===== src/include/spike_params.svh =====
`ifndef SPIKE_PARAMS_SVH
`define SPIKE_PARAMS_SVH

////////////////////////////////////////
// playfield geometry, in pixels
////////////////////////////////////////
`define FIELD_TOP         12'd317
`define FIELD_BOTTOM      12'd617
// aim phase keeps the spike center inside these columns
`define FIELD_LEFT        12'd361
`define FIELD_RIGHT       12'd661
// every spike is launched from this column
`define FIELD_CENTER_X    12'd511

// half width of the spike, also the landing margin at the far edge
`define SPIKE_HALF_WIDTH  12'd20
// depth limit of the triangle body
`define SPIKE_LENGTH      12'd50
// bound of 3*dx + dy, sets the slope of the sides
`define SPIKE_TIP         12'd40
`define SPIKE_COUNT       5'd20

////////////////////////////////////////
// phase timing, in clock cycles
////////////////////////////////////////
`define TICK_W            26
// values for simulation, board build uses 65000000
`define AIM_TICKS         26'd400
// board build uses 300000
`define STEP_SLOW         26'd4
// board build uses 150000
`define STEP_FAST         26'd2
// board build uses 32500000
`define SETTLE_TICKS      26'd100

// 4:4:4 colors
`define COLOR_SPIKE       12'hfff
`define COLOR_WARN        12'hf00

// game code of this obstacle on the selected bus
`define OBSTACLE_CODE     3'b101

`endif

===== src/spike_pkg.sv =====
`default_nettype none

////////////////////////////////////////
// types of the obstacle control side
////////////////////////////////////////
package spike_pkg;

    // sequencer states
    typedef enum logic [2:0] {
        seq_idle,
        seq_load,
        seq_aim,
        seq_fall,
        seq_settle
    } seq_state_t;

    // launch edge and speed of one spike
    typedef enum logic [1:0] {
        kind_top,
        kind_bottom,
        kind_barrage_top,
        kind_barrage_bottom
    } spike_kind_t;

    // fixed launch order of the attack, index 0 to 19
    function automatic spike_kind_t kind_of(input logic [4:0] index);
        spike_kind_t kind;
        // bottom barrages are 1, 7, 10, 13, 17
        kind = kind_barrage_bottom;
        case (index)
            5'd0, 5'd4, 5'd6, 5'd12, 5'd18: kind = kind_top;
            5'd3, 5'd8, 5'd9, 5'd14, 5'd16: kind = kind_barrage_top;
            5'd2, 5'd5, 5'd11, 5'd15, 5'd19: kind = kind_bottom;
            default: kind = kind_barrage_bottom;
        endcase
        return kind;
    endfunction

endpackage

`default_nettype wire


===== src/video_pkg.sv =====
`default_nettype none

////////////////////////////////////////
// types shared with the video pipeline
////////////////////////////////////////
package video_pkg;

    // pixel position, used for hcount, vcount, mouse and spike center
    typedef logic [11:0] coord_t;

    // 4 bits each of red, green, blue
    typedef logic [11:0] rgb_t;

endpackage

`default_nettype wire


===== src/falling_spikes_obstacle.sv =====
`timescale 1ns/10ps
`default_nettype none

module falling_spikes_obstacle (
    input  logic              clk,
    input  logic              rst,
    input  logic              done_in,
    input  logic              play_selected,
    input  logic              menu_on,
    input  logic [2:0]        selected,
    input  video_pkg::coord_t hcount,
    input  video_pkg::coord_t vcount,
    input  video_pkg::coord_t mouse_xpos,
    input  video_pkg::rgb_t   rgb_in,
    output video_pkg::rgb_t   rgb_out,
    output video_pkg::coord_t obstacle_x,
    output video_pkg::coord_t obstacle_y,
    output logic              done
);
    import video_pkg::*;

    // phase levels and pulses from the sequencer
    logic   load_spike;
    logic   aiming;
    logic   falling;
    logic   settling;
    logic   from_bottom;
    logic   barrage;
    // timer strobes
    logic   step_tick;
    logic   aim_done;
    logic   settle_done;
    // spike geometry
    coord_t center_x;
    coord_t center_y;
    logic   landed;

    spike_sequencer u_sequencer (
        .clk           (clk),
        .rst           (rst),
        .done_in       (done_in),
        .play_selected (play_selected),
        .menu_on       (menu_on),
        .selected      (selected),
        .aim_done      (aim_done),
        .settle_done   (settle_done),
        .landed        (landed),
        .load_spike    (load_spike),
        .aiming        (aiming),
        .falling       (falling),
        .settling      (settling),
        .from_bottom   (from_bottom),
        .barrage       (barrage),
        .done          (done)
    );

    spike_timer u_timer (
        .clk         (clk),
        .rst         (rst),
        .aiming      (aiming),
        .falling     (falling),
        .settling    (settling),
        .barrage     (barrage),
        .step_tick   (step_tick),
        .aim_done    (aim_done),
        .settle_done (settle_done)
    );

    spike_position u_position (
        .clk         (clk),
        .rst         (rst),
        .load_spike  (load_spike),
        .aiming      (aiming),
        .falling     (falling),
        .from_bottom (from_bottom),
        .step_tick   (step_tick),
        .mouse_xpos  (mouse_xpos),
        .center_x    (center_x),
        .center_y    (center_y),
        .landed      (landed)
    );

    spike_renderer u_renderer (
        .clk         (clk),
        .rst         (rst),
        .hcount      (hcount),
        .vcount      (vcount),
        .center_x    (center_x),
        .center_y    (center_y),
        .rgb_in      (rgb_in),
        .aiming      (aiming),
        .falling     (falling),
        .from_bottom (from_bottom),
        .barrage     (barrage),
        .rgb_out     (rgb_out),
        .obstacle_x  (obstacle_x),
        .obstacle_y  (obstacle_y)
    );

endmodule

`default_nettype wire


===== src/spike_renderer.sv =====
`timescale 1ns/10ps
`default_nettype none

`include "spike_params.svh"

module spike_renderer (
    input  logic              clk,
    input  logic              rst,
    input  video_pkg::coord_t hcount,
    input  video_pkg::coord_t vcount,
    input  video_pkg::coord_t center_x,
    input  video_pkg::coord_t center_y,
    input  video_pkg::rgb_t   rgb_in,
    input  logic              aiming,
    input  logic              falling,
    input  logic              from_bottom,
    input  logic              barrage,
    output video_pkg::rgb_t   rgb_out,
    output video_pkg::coord_t obstacle_x,
    output video_pkg::coord_t obstacle_y
);
    import video_pkg::*;

    coord_t      dx;
    coord_t      dy;
    logic        in_front;
    logic        in_box;
    logic [13:0] tri_sum;
    logic        lit;
    rgb_t        spike_color;

    ////////////////////////////////////////
    // offsets from the spike center
    ////////////////////////////////////////
    always_comb begin
        if (hcount >= center_x) begin
            dx = hcount - center_x;
        end else begin
            dx = center_x - hcount;
        end
        // depth grows into the field from the launch side
        if (from_bottom) begin
            in_front = (vcount <= center_y);
            dy       = center_y - vcount;
        end else begin
            in_front = (vcount >= center_y);
            dy       = vcount - center_y;
        end
    end

    // wide enough for 3*dx + dy at full coordinate range
    assign tri_sum = 14'(dx) * 14'd3 + 14'(dy);
    assign in_box  = in_front && (dx <= `SPIKE_HALF_WIDTH) && (dy <= `SPIKE_LENGTH);
    // spike only shows while it aims or falls
    assign lit     = (aiming || falling) && in_box && (tri_sum <= 14'(`SPIKE_TIP));

    // barrage warns in red until it drops
    assign spike_color = (barrage && aiming) ? `COLOR_WARN : `COLOR_SPIKE;

    // one cycle pixel pipeline
    always_ff @(posedge clk) begin
        if (rst) begin
            rgb_out    <= '0;
            obstacle_x <= '0;
            obstacle_y <= '0;
        end else begin
            rgb_out    <= lit ? spike_color : rgb_in;
            obstacle_x <= lit ? hcount : '0;
            obstacle_y <= lit ? vcount : '0;
        end
    end

endmodule

`default_nettype wire


===== src/spike_position.sv =====
`timescale 1ns/10ps
`default_nettype none

`include "spike_params.svh"

module spike_position (
    input  logic              clk,
    input  logic              rst,
    input  logic              load_spike,
    input  logic              aiming,
    input  logic              falling,
    input  logic              from_bottom,
    input  logic              step_tick,
    input  video_pkg::coord_t mouse_xpos,
    output video_pkg::coord_t center_x,
    output video_pkg::coord_t center_y,
    output logic              landed
);
    import video_pkg::*;

    coord_t target_x;
    coord_t launch_y;

    // mouse column limited to the aim range
    always_comb begin
        if (mouse_xpos < `FIELD_LEFT) begin
            target_x = `FIELD_LEFT;
        end else if (mouse_xpos > `FIELD_RIGHT) begin
            target_x = `FIELD_RIGHT;
        end else begin
            target_x = mouse_xpos;
        end
    end

    // spike sits on its own edge before the fall
    assign launch_y = from_bottom ? `FIELD_BOTTOM : `FIELD_TOP;

    ////////////////////////////////////////
    // center registers
    ////////////////////////////////////////
    always_ff @(posedge clk) begin
        if (rst) begin
            center_x <= `FIELD_CENTER_X;
            center_y <= `FIELD_TOP;
        end else if (load_spike) begin
            center_x <= `FIELD_CENTER_X;
            center_y <= launch_y;
        end else if (aiming && step_tick) begin
            // one pixel toward the mouse, hold once on target
            if (center_x < target_x) begin
                center_x <= center_x + 12'd1;
            end else if (center_x > target_x) begin
                center_x <= center_x - 12'd1;
            end
        end else if (falling && step_tick) begin
            // straight crossing, column frozen
            if (from_bottom) begin
                center_y <= center_y - 12'd1;
            end else begin
                center_y <= center_y + 12'd1;
            end
        end
    end

    // far edge reached, within one half width
    assign landed = from_bottom ? (center_y <= `FIELD_TOP + `SPIKE_HALF_WIDTH)
                                : (center_y >= `FIELD_BOTTOM - `SPIKE_HALF_WIDTH);

endmodule

`default_nettype wire


===== src/spike_timer.sv =====
`timescale 1ns/10ps
`default_nettype none

`include "spike_params.svh"

module spike_timer (
    input  logic clk,
    input  logic rst,
    input  logic aiming,
    input  logic falling,
    input  logic settling,
    input  logic barrage,
    output logic step_tick,
    output logic aim_done,
    output logic settle_done
);
    logic [`TICK_W-1:0] step_cnt;
    logic [`TICK_W-1:0] aim_cnt;
    logic [`TICK_W-1:0] settle_cnt;
    logic [`TICK_W-1:0] step_len;
    logic               moving;

    // barrages step twice as often
    assign step_len = barrage ? `STEP_FAST : `STEP_SLOW;
    assign moving   = aiming || falling;

    // strobes fire on the last cycle of each period
    assign step_tick   = moving && (step_cnt == step_len - 1'b1);
    assign aim_done    = aiming && (aim_cnt == `AIM_TICKS - 1'b1);
    assign settle_done = settling && (settle_cnt == `SETTLE_TICKS - 1'b1);

    ////////////////////////////////////////
    // phase counters
    ////////////////////////////////////////
    always_ff @(posedge clk) begin
        if (rst) begin
            step_cnt   <= '0;
            aim_cnt    <= '0;
            settle_cnt <= '0;
        end else begin
            // restart at the aim to fall boundary so the fall begins at zero
            if (!moving || aim_done || step_tick) begin
                step_cnt <= '0;
            end else begin
                step_cnt <= step_cnt + 1'b1;
            end

            if (!aiming || aim_done) begin
                aim_cnt <= '0;
            end else begin
                aim_cnt <= aim_cnt + 1'b1;
            end

            if (!settling || settle_done) begin
                settle_cnt <= '0;
            end else begin
                settle_cnt <= settle_cnt + 1'b1;
            end
        end
    end

endmodule

`default_nettype wire


===== src/spike_sequencer.sv =====
`timescale 1ns/10ps
`default_nettype none

`include "spike_params.svh"

module spike_sequencer (
    input  logic       clk,
    input  logic       rst,
    input  logic       done_in,
    input  logic       play_selected,
    input  logic       menu_on,
    input  logic [2:0] selected,
    input  logic       aim_done,
    input  logic       settle_done,
    input  logic       landed,
    output logic       load_spike,
    output logic       aiming,
    output logic       falling,
    output logic       settling,
    output logic       from_bottom,
    output logic       barrage,
    output logic       done
);
    import spike_pkg::*;

    seq_state_t  state;
    seq_state_t  state_nxt;
    logic [4:0]  index;
    logic [4:0]  index_nxt;
    logic        done_nxt;
    spike_kind_t kind;
    logic        start;
    logic        abort;
    logic        last_spike;
    logic        spike_end;

    // kind of the spike in flight
    assign kind = kind_of(index);

    // previous stage finished with this obstacle picked in play mode
    assign start      = done_in && play_selected && (selected == `OBSTACLE_CODE);
    // menu or leaving play drops the attack
    assign abort      = menu_on || !play_selected;
    assign last_spike = (index == `SPIKE_COUNT - 5'd1);

    ////////////////////////////////////////
    // state register
    ////////////////////////////////////////
    always_ff @(posedge clk) begin
        if (rst) begin
            state <= seq_idle;
            index <= '0;
            done  <= 1'b0;
        end else begin
            state <= state_nxt;
            index <= index_nxt;
            done  <= done_nxt;
        end
    end

    ////////////////////////////////////////
    // next state
    ////////////////////////////////////////
    always_comb begin
        state_nxt = state;
        index_nxt = index;
        done_nxt  = 1'b0;
        spike_end = 1'b0;
        case (state)
            seq_idle: begin
                if (start) begin
                    state_nxt = seq_load;
                    index_nxt = '0;
                end
            end
            // position module latches the launch point here
            seq_load: state_nxt = seq_aim;
            seq_aim: begin
                if (aim_done) begin
                    state_nxt = seq_fall;
                end
            end
            seq_fall: begin
                // only the plain top spike pauses after landing
                if (landed && (kind == kind_top)) begin
                    state_nxt = seq_settle;
                end else if (landed) begin
                    spike_end = 1'b1;
                end
            end
            seq_settle: spike_end = settle_done;
            default: state_nxt = seq_idle;
        endcase

        // move on to the next spike or finish the attack
        if (spike_end) begin
            if (last_spike) begin
                state_nxt = seq_idle;
                done_nxt  = 1'b1;
            end else begin
                state_nxt = seq_load;
                index_nxt = index + 5'd1;
            end
        end

        // abort wins over every phase move, no done pulse
        if (abort && (state != seq_idle)) begin
            state_nxt = seq_idle;
            done_nxt  = 1'b0;
        end
    end

    // phase levels decoded from the state
    assign load_spike  = (state == seq_load);
    assign aiming      = (state == seq_aim);
    assign falling     = (state == seq_fall);
    assign settling    = (state == seq_settle);
    assign from_bottom = (kind == kind_bottom) || (kind == kind_barrage_bottom);
    assign barrage     = (kind == kind_barrage_top) || (kind == kind_barrage_bottom);

endmodule

`default_nettype wire


===== config.mk =====
export PLATFORM = sky130hd
export DESIGN_NAME = falling_spikes_obstacle
export DESIGN_NICKNAME = d
export VERILOG_FILES = /design/src/spike_pkg.sv /design/src/video_pkg.sv /design/src/falling_spikes_obstacle.sv /design/src/spike_renderer.sv /design/src/spike_position.sv /design/src/spike_timer.sv /design/src/spike_sequencer.sv
export VERILOG_INCLUDE_DIRS = /design/src /design/src/include
export SDC_FILE = /design/constraint.sdc
export NUM_CORES = 1
export LEC_CHECK = 0
export ABC_AREA = 1
export BUFFER_PORTS_ARGS = -buffer_cell sky130_fd_sc_hd__buf_4
export CAP_MARGIN = 20
export CORE_MARGIN = 5
export CORE_UTILIZATION = 55
export DETAILED_ROUTE_END_ITERATION = 6
export PLACE_DENSITY = 0.72
export SETUP_SLACK_MARGIN = 0.1
export SYNTH_ARGS = -nofsm -noshare
export SYNTH_HDL_FRONTEND = slang
export SYNTH_HIERARCHICAL = 1
export SYNTH_SLANG_ARGS = --single-unit

===== constraint.sdc =====
create_clock -name clk -period 9.9 [get_ports clk]
set_input_delay 0.99 -clock clk [delete_from_list [all_inputs] [get_ports clk]]
set_output_delay 0.99 -clock clk [all_outputs]
set_load 0.02 [all_outputs]

Yosys cells after proc, flatten, opt, wreduce, memory -nomap -nowiden

Memory sizes are Yosys's and may differ from the RTL's. A register that Yosys moved wholly into a read port is not among the register bits.
Cells that the tools add are included.

Bits in read-only memories: 64
Output and inout bits: 37
Input port bits: 56
Memories kept: 1
Logic and storage cells: 130
Bits in registers: 147

Equal/unequal tests: 17
Bitwise gates (word level): 2
Add/sub/neg operators: 14
Multipliers: 1
Muxes and demuxes: 31
Reductions and logical operators: 41
Magnitude comparators: 12

Memories:

| memory          | words | bits a word | rd ports | clocked after memory_dff | wr ports | line            | source |
|---|---|---|---|---|---|---|---|
| (no name shown) | 32    | 2           | 1        | 1                        | 0        | spike_pkg.sv:30 | `case (index)` |

Operators with widths:

| operator                | count |
|---|---|
| $mux W12                | 11 |
| $add A26 B1 Y26 const B | 3 |
| $sub A12 B12 Y12        | 4 |
| $eq A26 B26 Y1          | 1 |
| $eq A26 B7 Y1 const B   | 1 |
| $eq A26 B9 Y1 const B   | 1 |
| $sub A26 B1 Y26 const B | 1 |
| $mux W5                 | 5 |
| $add A12 B1 Y12 const B | 2 |
| $ge A12 B12 Y1          | 2 |
| $sub A12 B1 Y12 const B | 2 |
| $mux W3                 | 5 |
| $pmux W3 S5             | 1 |
| $add A14 B12 Y14        | 1 |
| $le A14 B6 Y1 const B   | 1 |
| $logic_and A1 B1 Y1     | 14 |
| $mul A12 B2 Y14 const B | 1 |
| $ge A12 B10 Y1 const B  | 1 |
| $gt A12 B10 Y1 const B  | 1 |
| $gt A12 B12 Y1          | 1 |
| $le A12 B12 Y1          | 1 |
| $le A12 B5 Y1 const B   | 1 |
| $le A12 B6 Y1 const B   | 1 |
| $le A12 B9 Y1 const B   | 1 |
| 27 further kinds        | 55 |

Depth between registers and ports, before layout

Word-level depth: 10
Gate-level depth with buffers: 33
Gate-level depth less buffers: 33

Modules after synthesis

The synthesis kept the hierarchy.

By module, submodules not included:

| module          | cells each | instances | area an instance (um^2) |
|---|---|---|---|
| spike_renderer  | 733        | 1         | 4630.7 |
| spike_timer     | 666        | 1         | 4322.9 |
| spike_position  | 364        | 1         | 2423.6 |
| spike_sequencer | 122        | 1         | 795.8 |

Least setup slack after synthesis

OpenSTA, ideal clock, no wires.

Path type: input port to flip-flop
From: input port hcount[0]
To: register u_renderer.rgb_out[0]
Arrival: 5.131 ns
Stages: 29
Path buffers: 1
Path slack: 4.639 ns
Setup time: 0.130 ns
Required time: 9.770 ns
Cells stage by stage: inv_1 -> ha_1 -> inv_1 -> fa_1 -> nand3_1 -> nand3_1 -> nand2_1 -> nand3_1 -> buf_4 -> o21ai_1 -> xor2_1 -> inv_1 -> ha_1 -> inv_1 -> ha_1 -> ha_1 -> a21oi_1 -> nor2_1 -> nor2_1 -> nand2_1 -> nand2_1 -> nand2_1 -> nand3_1 -> nand2_1 -> xor2_1 -> nor2_1 -> nand3_1 -> nand2_1 -> a21oi_1

Cells in the longest elaborated chain, start to end: 8

RTL lines:

| what                                                                    | line                          | source |
|---|---|---|
| start: declaration                                                      | falling_spikes_obstacle.sv:11 | `input video_pkg::coord_t hcount,` |
| $sub A12 B12 Y12, or another cell as far along                          | spike_renderer.sv:39          | `dx = center_x - hcount;` |
| $mux W12 *                                                              | spike_renderer.sv:36          | `if (hcount >= center_x) begin` |
| parallel branches: the longest is 4 deep, another holds $mul A12 B2 Y14 | -                             |  |
| $logic_and A1 B1 Y1 *                                                   | spike_renderer.sv:55          | `` assign lit = (aiming \|\| falling) && in_box && (tri_sum <= 14'(`SPIKE_TIP)); `` |
| $mux W12 *                                                              | spike_renderer.sv:67          | `rgb_out <= lit ? spike_color : rgb_in;` |
| end signal: assignment                                                  | spike_renderer.sv:67          |  |
| end: declaration                                                        | spike_renderer.sv:18          | `output video_pkg::rgb_t rgb_out,` |

Mark *: on every way between the ends.
A chain may end at the register's enable or synchronous reset.

Worst setup path in the final report

From: input port hcount[0]
To: register u_renderer.obstacle_y[0]

Cells in the longest elaborated chain, start to end: 9

RTL lines:

| what                                                                    | line                 | source |
|---|---|---|
| $sub A12 B12 Y12, or another cell as far along                          | spike_renderer.sv:39 |  |
| $mux W12 *                                                              | spike_renderer.sv:36 |  |
| parallel branches: the longest is 4 deep, another holds $mul A12 B2 Y14 | -                    |  |
| $logic_and A1 B1 Y1 *                                                   | spike_renderer.sv:55 |  |
| $not A1 Y1 (no line) *                                                  | -                    |  |
| $reduce_or A2 Y1 (no line) *                                            | -                    |  |
| end signal: assignment                                                  | spike_renderer.sv:69 | `obstacle_y <= lit ? vcount : '0;` |
| end: declaration                                                        | spike_renderer.sv:20 | `output video_pkg::coord_t obstacle_y` |

Marked as above.

==> metrics.md <==
| Metric | Value |
|---|---|
| Final Worst Setup Slack | around 4.0 ns |
| Area leader, netlist | dfxtp_1 |
| Pwr Total | about 0.0016 W |
| 1st-iter DRT viols | between 600 and 700 |
| EDFF count, synth | 0 |
| Crit path launch type | input port |
| H-tree depth | 4 |
| Clock Path Buffers | 2 |
| Port bufs | 92 |
| RSZ-0062 raised after global routing | no |
| Final Net Count | about 2.2k |
| Synth Area in Compound Gates | 0.0912 |
| Synth Area in Simple Gates | 0.381 |
| Later-pin clock latency in the skew report | approximately 0.43 ns |
| Max-cap check violation count | 0 |
| ANT nets after route | 0 |
| Hpwl dp | about 23000 µm |
| Total global routing overflow | 0 |
| Synth-to-layout area growth | 12.1% |
| Count leader, synth | nand2_1 |
| Vias per cell | roughly 5.1 |
| CP Class | input port to flop |
| Critical Path Sink Type | flop |
| Status | finished clean |
| PD cells | 120 mW/mm² |
| Ant diodes | 0 |
| Distinct cells, synth | between 50 and 60 |
| Post-layout minimum cycle time | between 5 and 6 ns |
| Post-Synth Adder-Cell Area | 0.135 |
| Critical path arrival | between 6 and 7 ns |
| Largest family of logic cells by synthesized area | simple AND/OR/NAND/NOR gates |
| Final number of setup-violating endpoints | 0 |
| Chip Width | about 160 µm |
| Critical Path RT | 10.25 ns |
| Core area | 0.0218 mm² |
| Number of remaining DRC errors | 0 |
| Max Fclk | approximately 0.17 GHz |
| Synthesized flop and latch total | around 150 |
| CTS tree | built |
| Drt wl/cell | between 10 and 15 µm |
| Die span in y | 159 µm |
| Setup TNS | 0 ns |
| Relative slew slack | 0.290 |
| Largest cells by area after synthesis | dfxtp_1 (25%), nand2_1 (17%), ha_1 (11%) |
| Worst path slowest cell | nand4_4 |
| Clk slew on worst S/H paths | around 0.07 ns |
| Hold_buf cts | 0 |
| Sink Count | 149 |
| Syn Std Cell Area | around 0.012 mm² |
| DP Worst Slack | about 3.6 ns |
| Pre-antenna DRT Iters | 5 |
| Full die area | around 0.025 mm² |
| Number of buffers created by CTS | 17 |
| CP peak stage delay | 0.56 ns |
| CTS resizes | 0 |
| Setup bufs post-CTS | 0 |
| XOR/XNOR Fraction of Synth Area | 0.0446 |
| IO Count | 93 |
| First-pass GRT wire length | between 40000 and 50000 µm |
| Ys flop type | dfxtp_1 |
| Synth top cells by count | nand2_1 (536), inv_1 (285), nor2_1 (219) |
| Fin crit share | 0.592 |
| Peak VDD IR | between 100 and 150 µV |
| Final Wtd Congestion | 0.931 |
| Worst Tran Pin Value | 1.06 ns |
| Pin count of the biggest net entering global routing | 34 |
| Max-slew violation count | 0 |
| Number of global-route vias before repair | 11.1k |
| Pleak | 6.51 nW |
| Placement Rows | 54 |
| Worst Clk Skew | between 0.015 and 0.02 ns |
| Total Wirelength | roughly 29000 µm |
| Initial antenna violation count | 0 |
| Gr usage total | 0.228 |
| Initial Utilization | 0.558 |
| HP Class | flop to flop |
| Vias | between 10k and 15k |
| Share of cells above drive strength 1 | 0.119 |
| Multiplexer share of the synthesized area | 0 |
| Synth warn | 6 |
| Final-layout fill cell count | ~2.1k |
| Sequential share of the synthesized area | 0.245 |
| Asr flop ratio synth | 0 |
| Hold Fails Final Rpt | 0 |
| Synth top area share | 0.245 |
| CP Max Fanout | 28 |
| Syn_area_per_cell | 6.46 µm² |
| Syn Inst Count | ~1.9k |
| Root Buffer | clkbuf_16 |
[cell type report]
class                           count  area (µm²)  share of cell area
Multi-Input combinational cell   1422        7940               0.581
Sequential cell                   149        2980               0.219
Inverter                          294        1100              0.0809
Timing Repair Buffer               93         698              0.0512
Clock buffer                       18         429              0.0314
Tap cell                          280         350              0.0257
Clock inverter                     13         149              0.0109
[cell usage in the layout (no fill, tap or decap), types with 11 or more instances in the layout]
cell | netlist | layout
clkbuf_16 | 0 | 17
xnor2_1 | 18 | 18
dfxtp_1 | 149 | 149
nand2_2 | 13 | 13
nor2_2 | 46 | 46
buf_4 | 2 | 93
xor2_1 | 44 | 44
nand4_1 | 25 | 25
a21oi_1 | 99 | 99
nand2_1 | 536 | 536
nor3_1 | 19 | 19
o21ai_0 | 34 | 34
ha_1 | 107 | 107
nor2_1 | 219 | 219
nand3b_1 | 11 | 11
fa_1 | 15 | 15
nand3_1 | 135 | 135
inv_1 | 285 | 285
[routing by layer]
| metal | up-vias | wire (µm) | GRT usage |
|---|---|---|---|
| met5 | - | 0 | 0 |
| met4 | 0 | 725 | 0.0813 |
| met3 | 48 | 1350 | 0.0389 |
| met2 | 268 | 14300 | 0.409 |
| met1 | 5241 | 12800 | 0.272 |
| li1 | 6111 | - | - |
[through the flow]
stage | utilization | instances | area, µm² | hold WS (ns)
after global routing | 0.625 | 2269 | 13600 | 0.469
after floorplan | - | 1886 | 12200 | 0.417
after global placement | 0.599 | 2238 | 13100 | 0.427
final | 0.625 | 2269 | 13600 | 0.445
after detailed placement | 0.599 | 2238 | 13100 | 0.442
after CTS | 0.625 | 2269 | 13600 | 0.453
[path summary, 6_finish.rpt]
kind	start	endpoint	slack (ns)	cells after the start
worst max-delay path	hcount[0]	u_renderer/obstacle_y[0]$_SDFF_PP0_	4.04	29
worst max register to register	u_position/center_x[0]$_SDFFE_PP1P_	u_renderer/obstacle_y[0]$_SDFF_PP0_	4.19	27
worst min-delay path	u_timer/step_cnt[0]$_SDFF_PP0_	u_timer/step_cnt[0]$_SDFF_PP0_	0.45	1
worst min register to register	u_timer/step_cnt[0]$_SDFF_PP0_	u_timer/step_cnt[0]$_SDFF_PP0_	0.45	1
[sequential cells by signal (all words and copies together) (netlist names)]
register               flops
u_sequencer/state          3
u_sequencer/done           1
u_position/center_y       12
u_sequencer/kind           2
u_renderer/obstacle_y     12
u_timer/settle_cnt        26
u_renderer/rgb_out        12
u_timer/step_cnt          26
u_sequencer/index          5
u_position/center_x       12
u_timer/aim_cnt           26
u_renderer/obstacle_x     12
[power breakdown]
part	total, W	switching [W]	internal, W
clock	0.000645	0.000271	0.000374
sequential	0.000606	0.00000310	0.000603
combinational	0.000394	0.000237	0.000156
total	0.00164	0.000511	0.00113
[worst max-delay path, delay by kind of cell]
family                   cells  cell delay [ns]
AO/OA/AOI/OAI                3             0.65
buffers and inverters        6             0.43
AND/OR/NAND/NOR             14             2.27
XOR/XNOR                     1             0.37
adder cells (fa/ha/maj)      5             1.50
[kinds of logic after synthesis]
group,count (synthesis)
AND/OR/NAND/NOR,1046
buffers and inverters,315
AO/OA/AOI/OAI,190
flip-flops,149
adder cells (fa/ha/maj),122
XOR/XNOR,62
other,1
No activity file was read; power rests on OpenSTA's default activity.
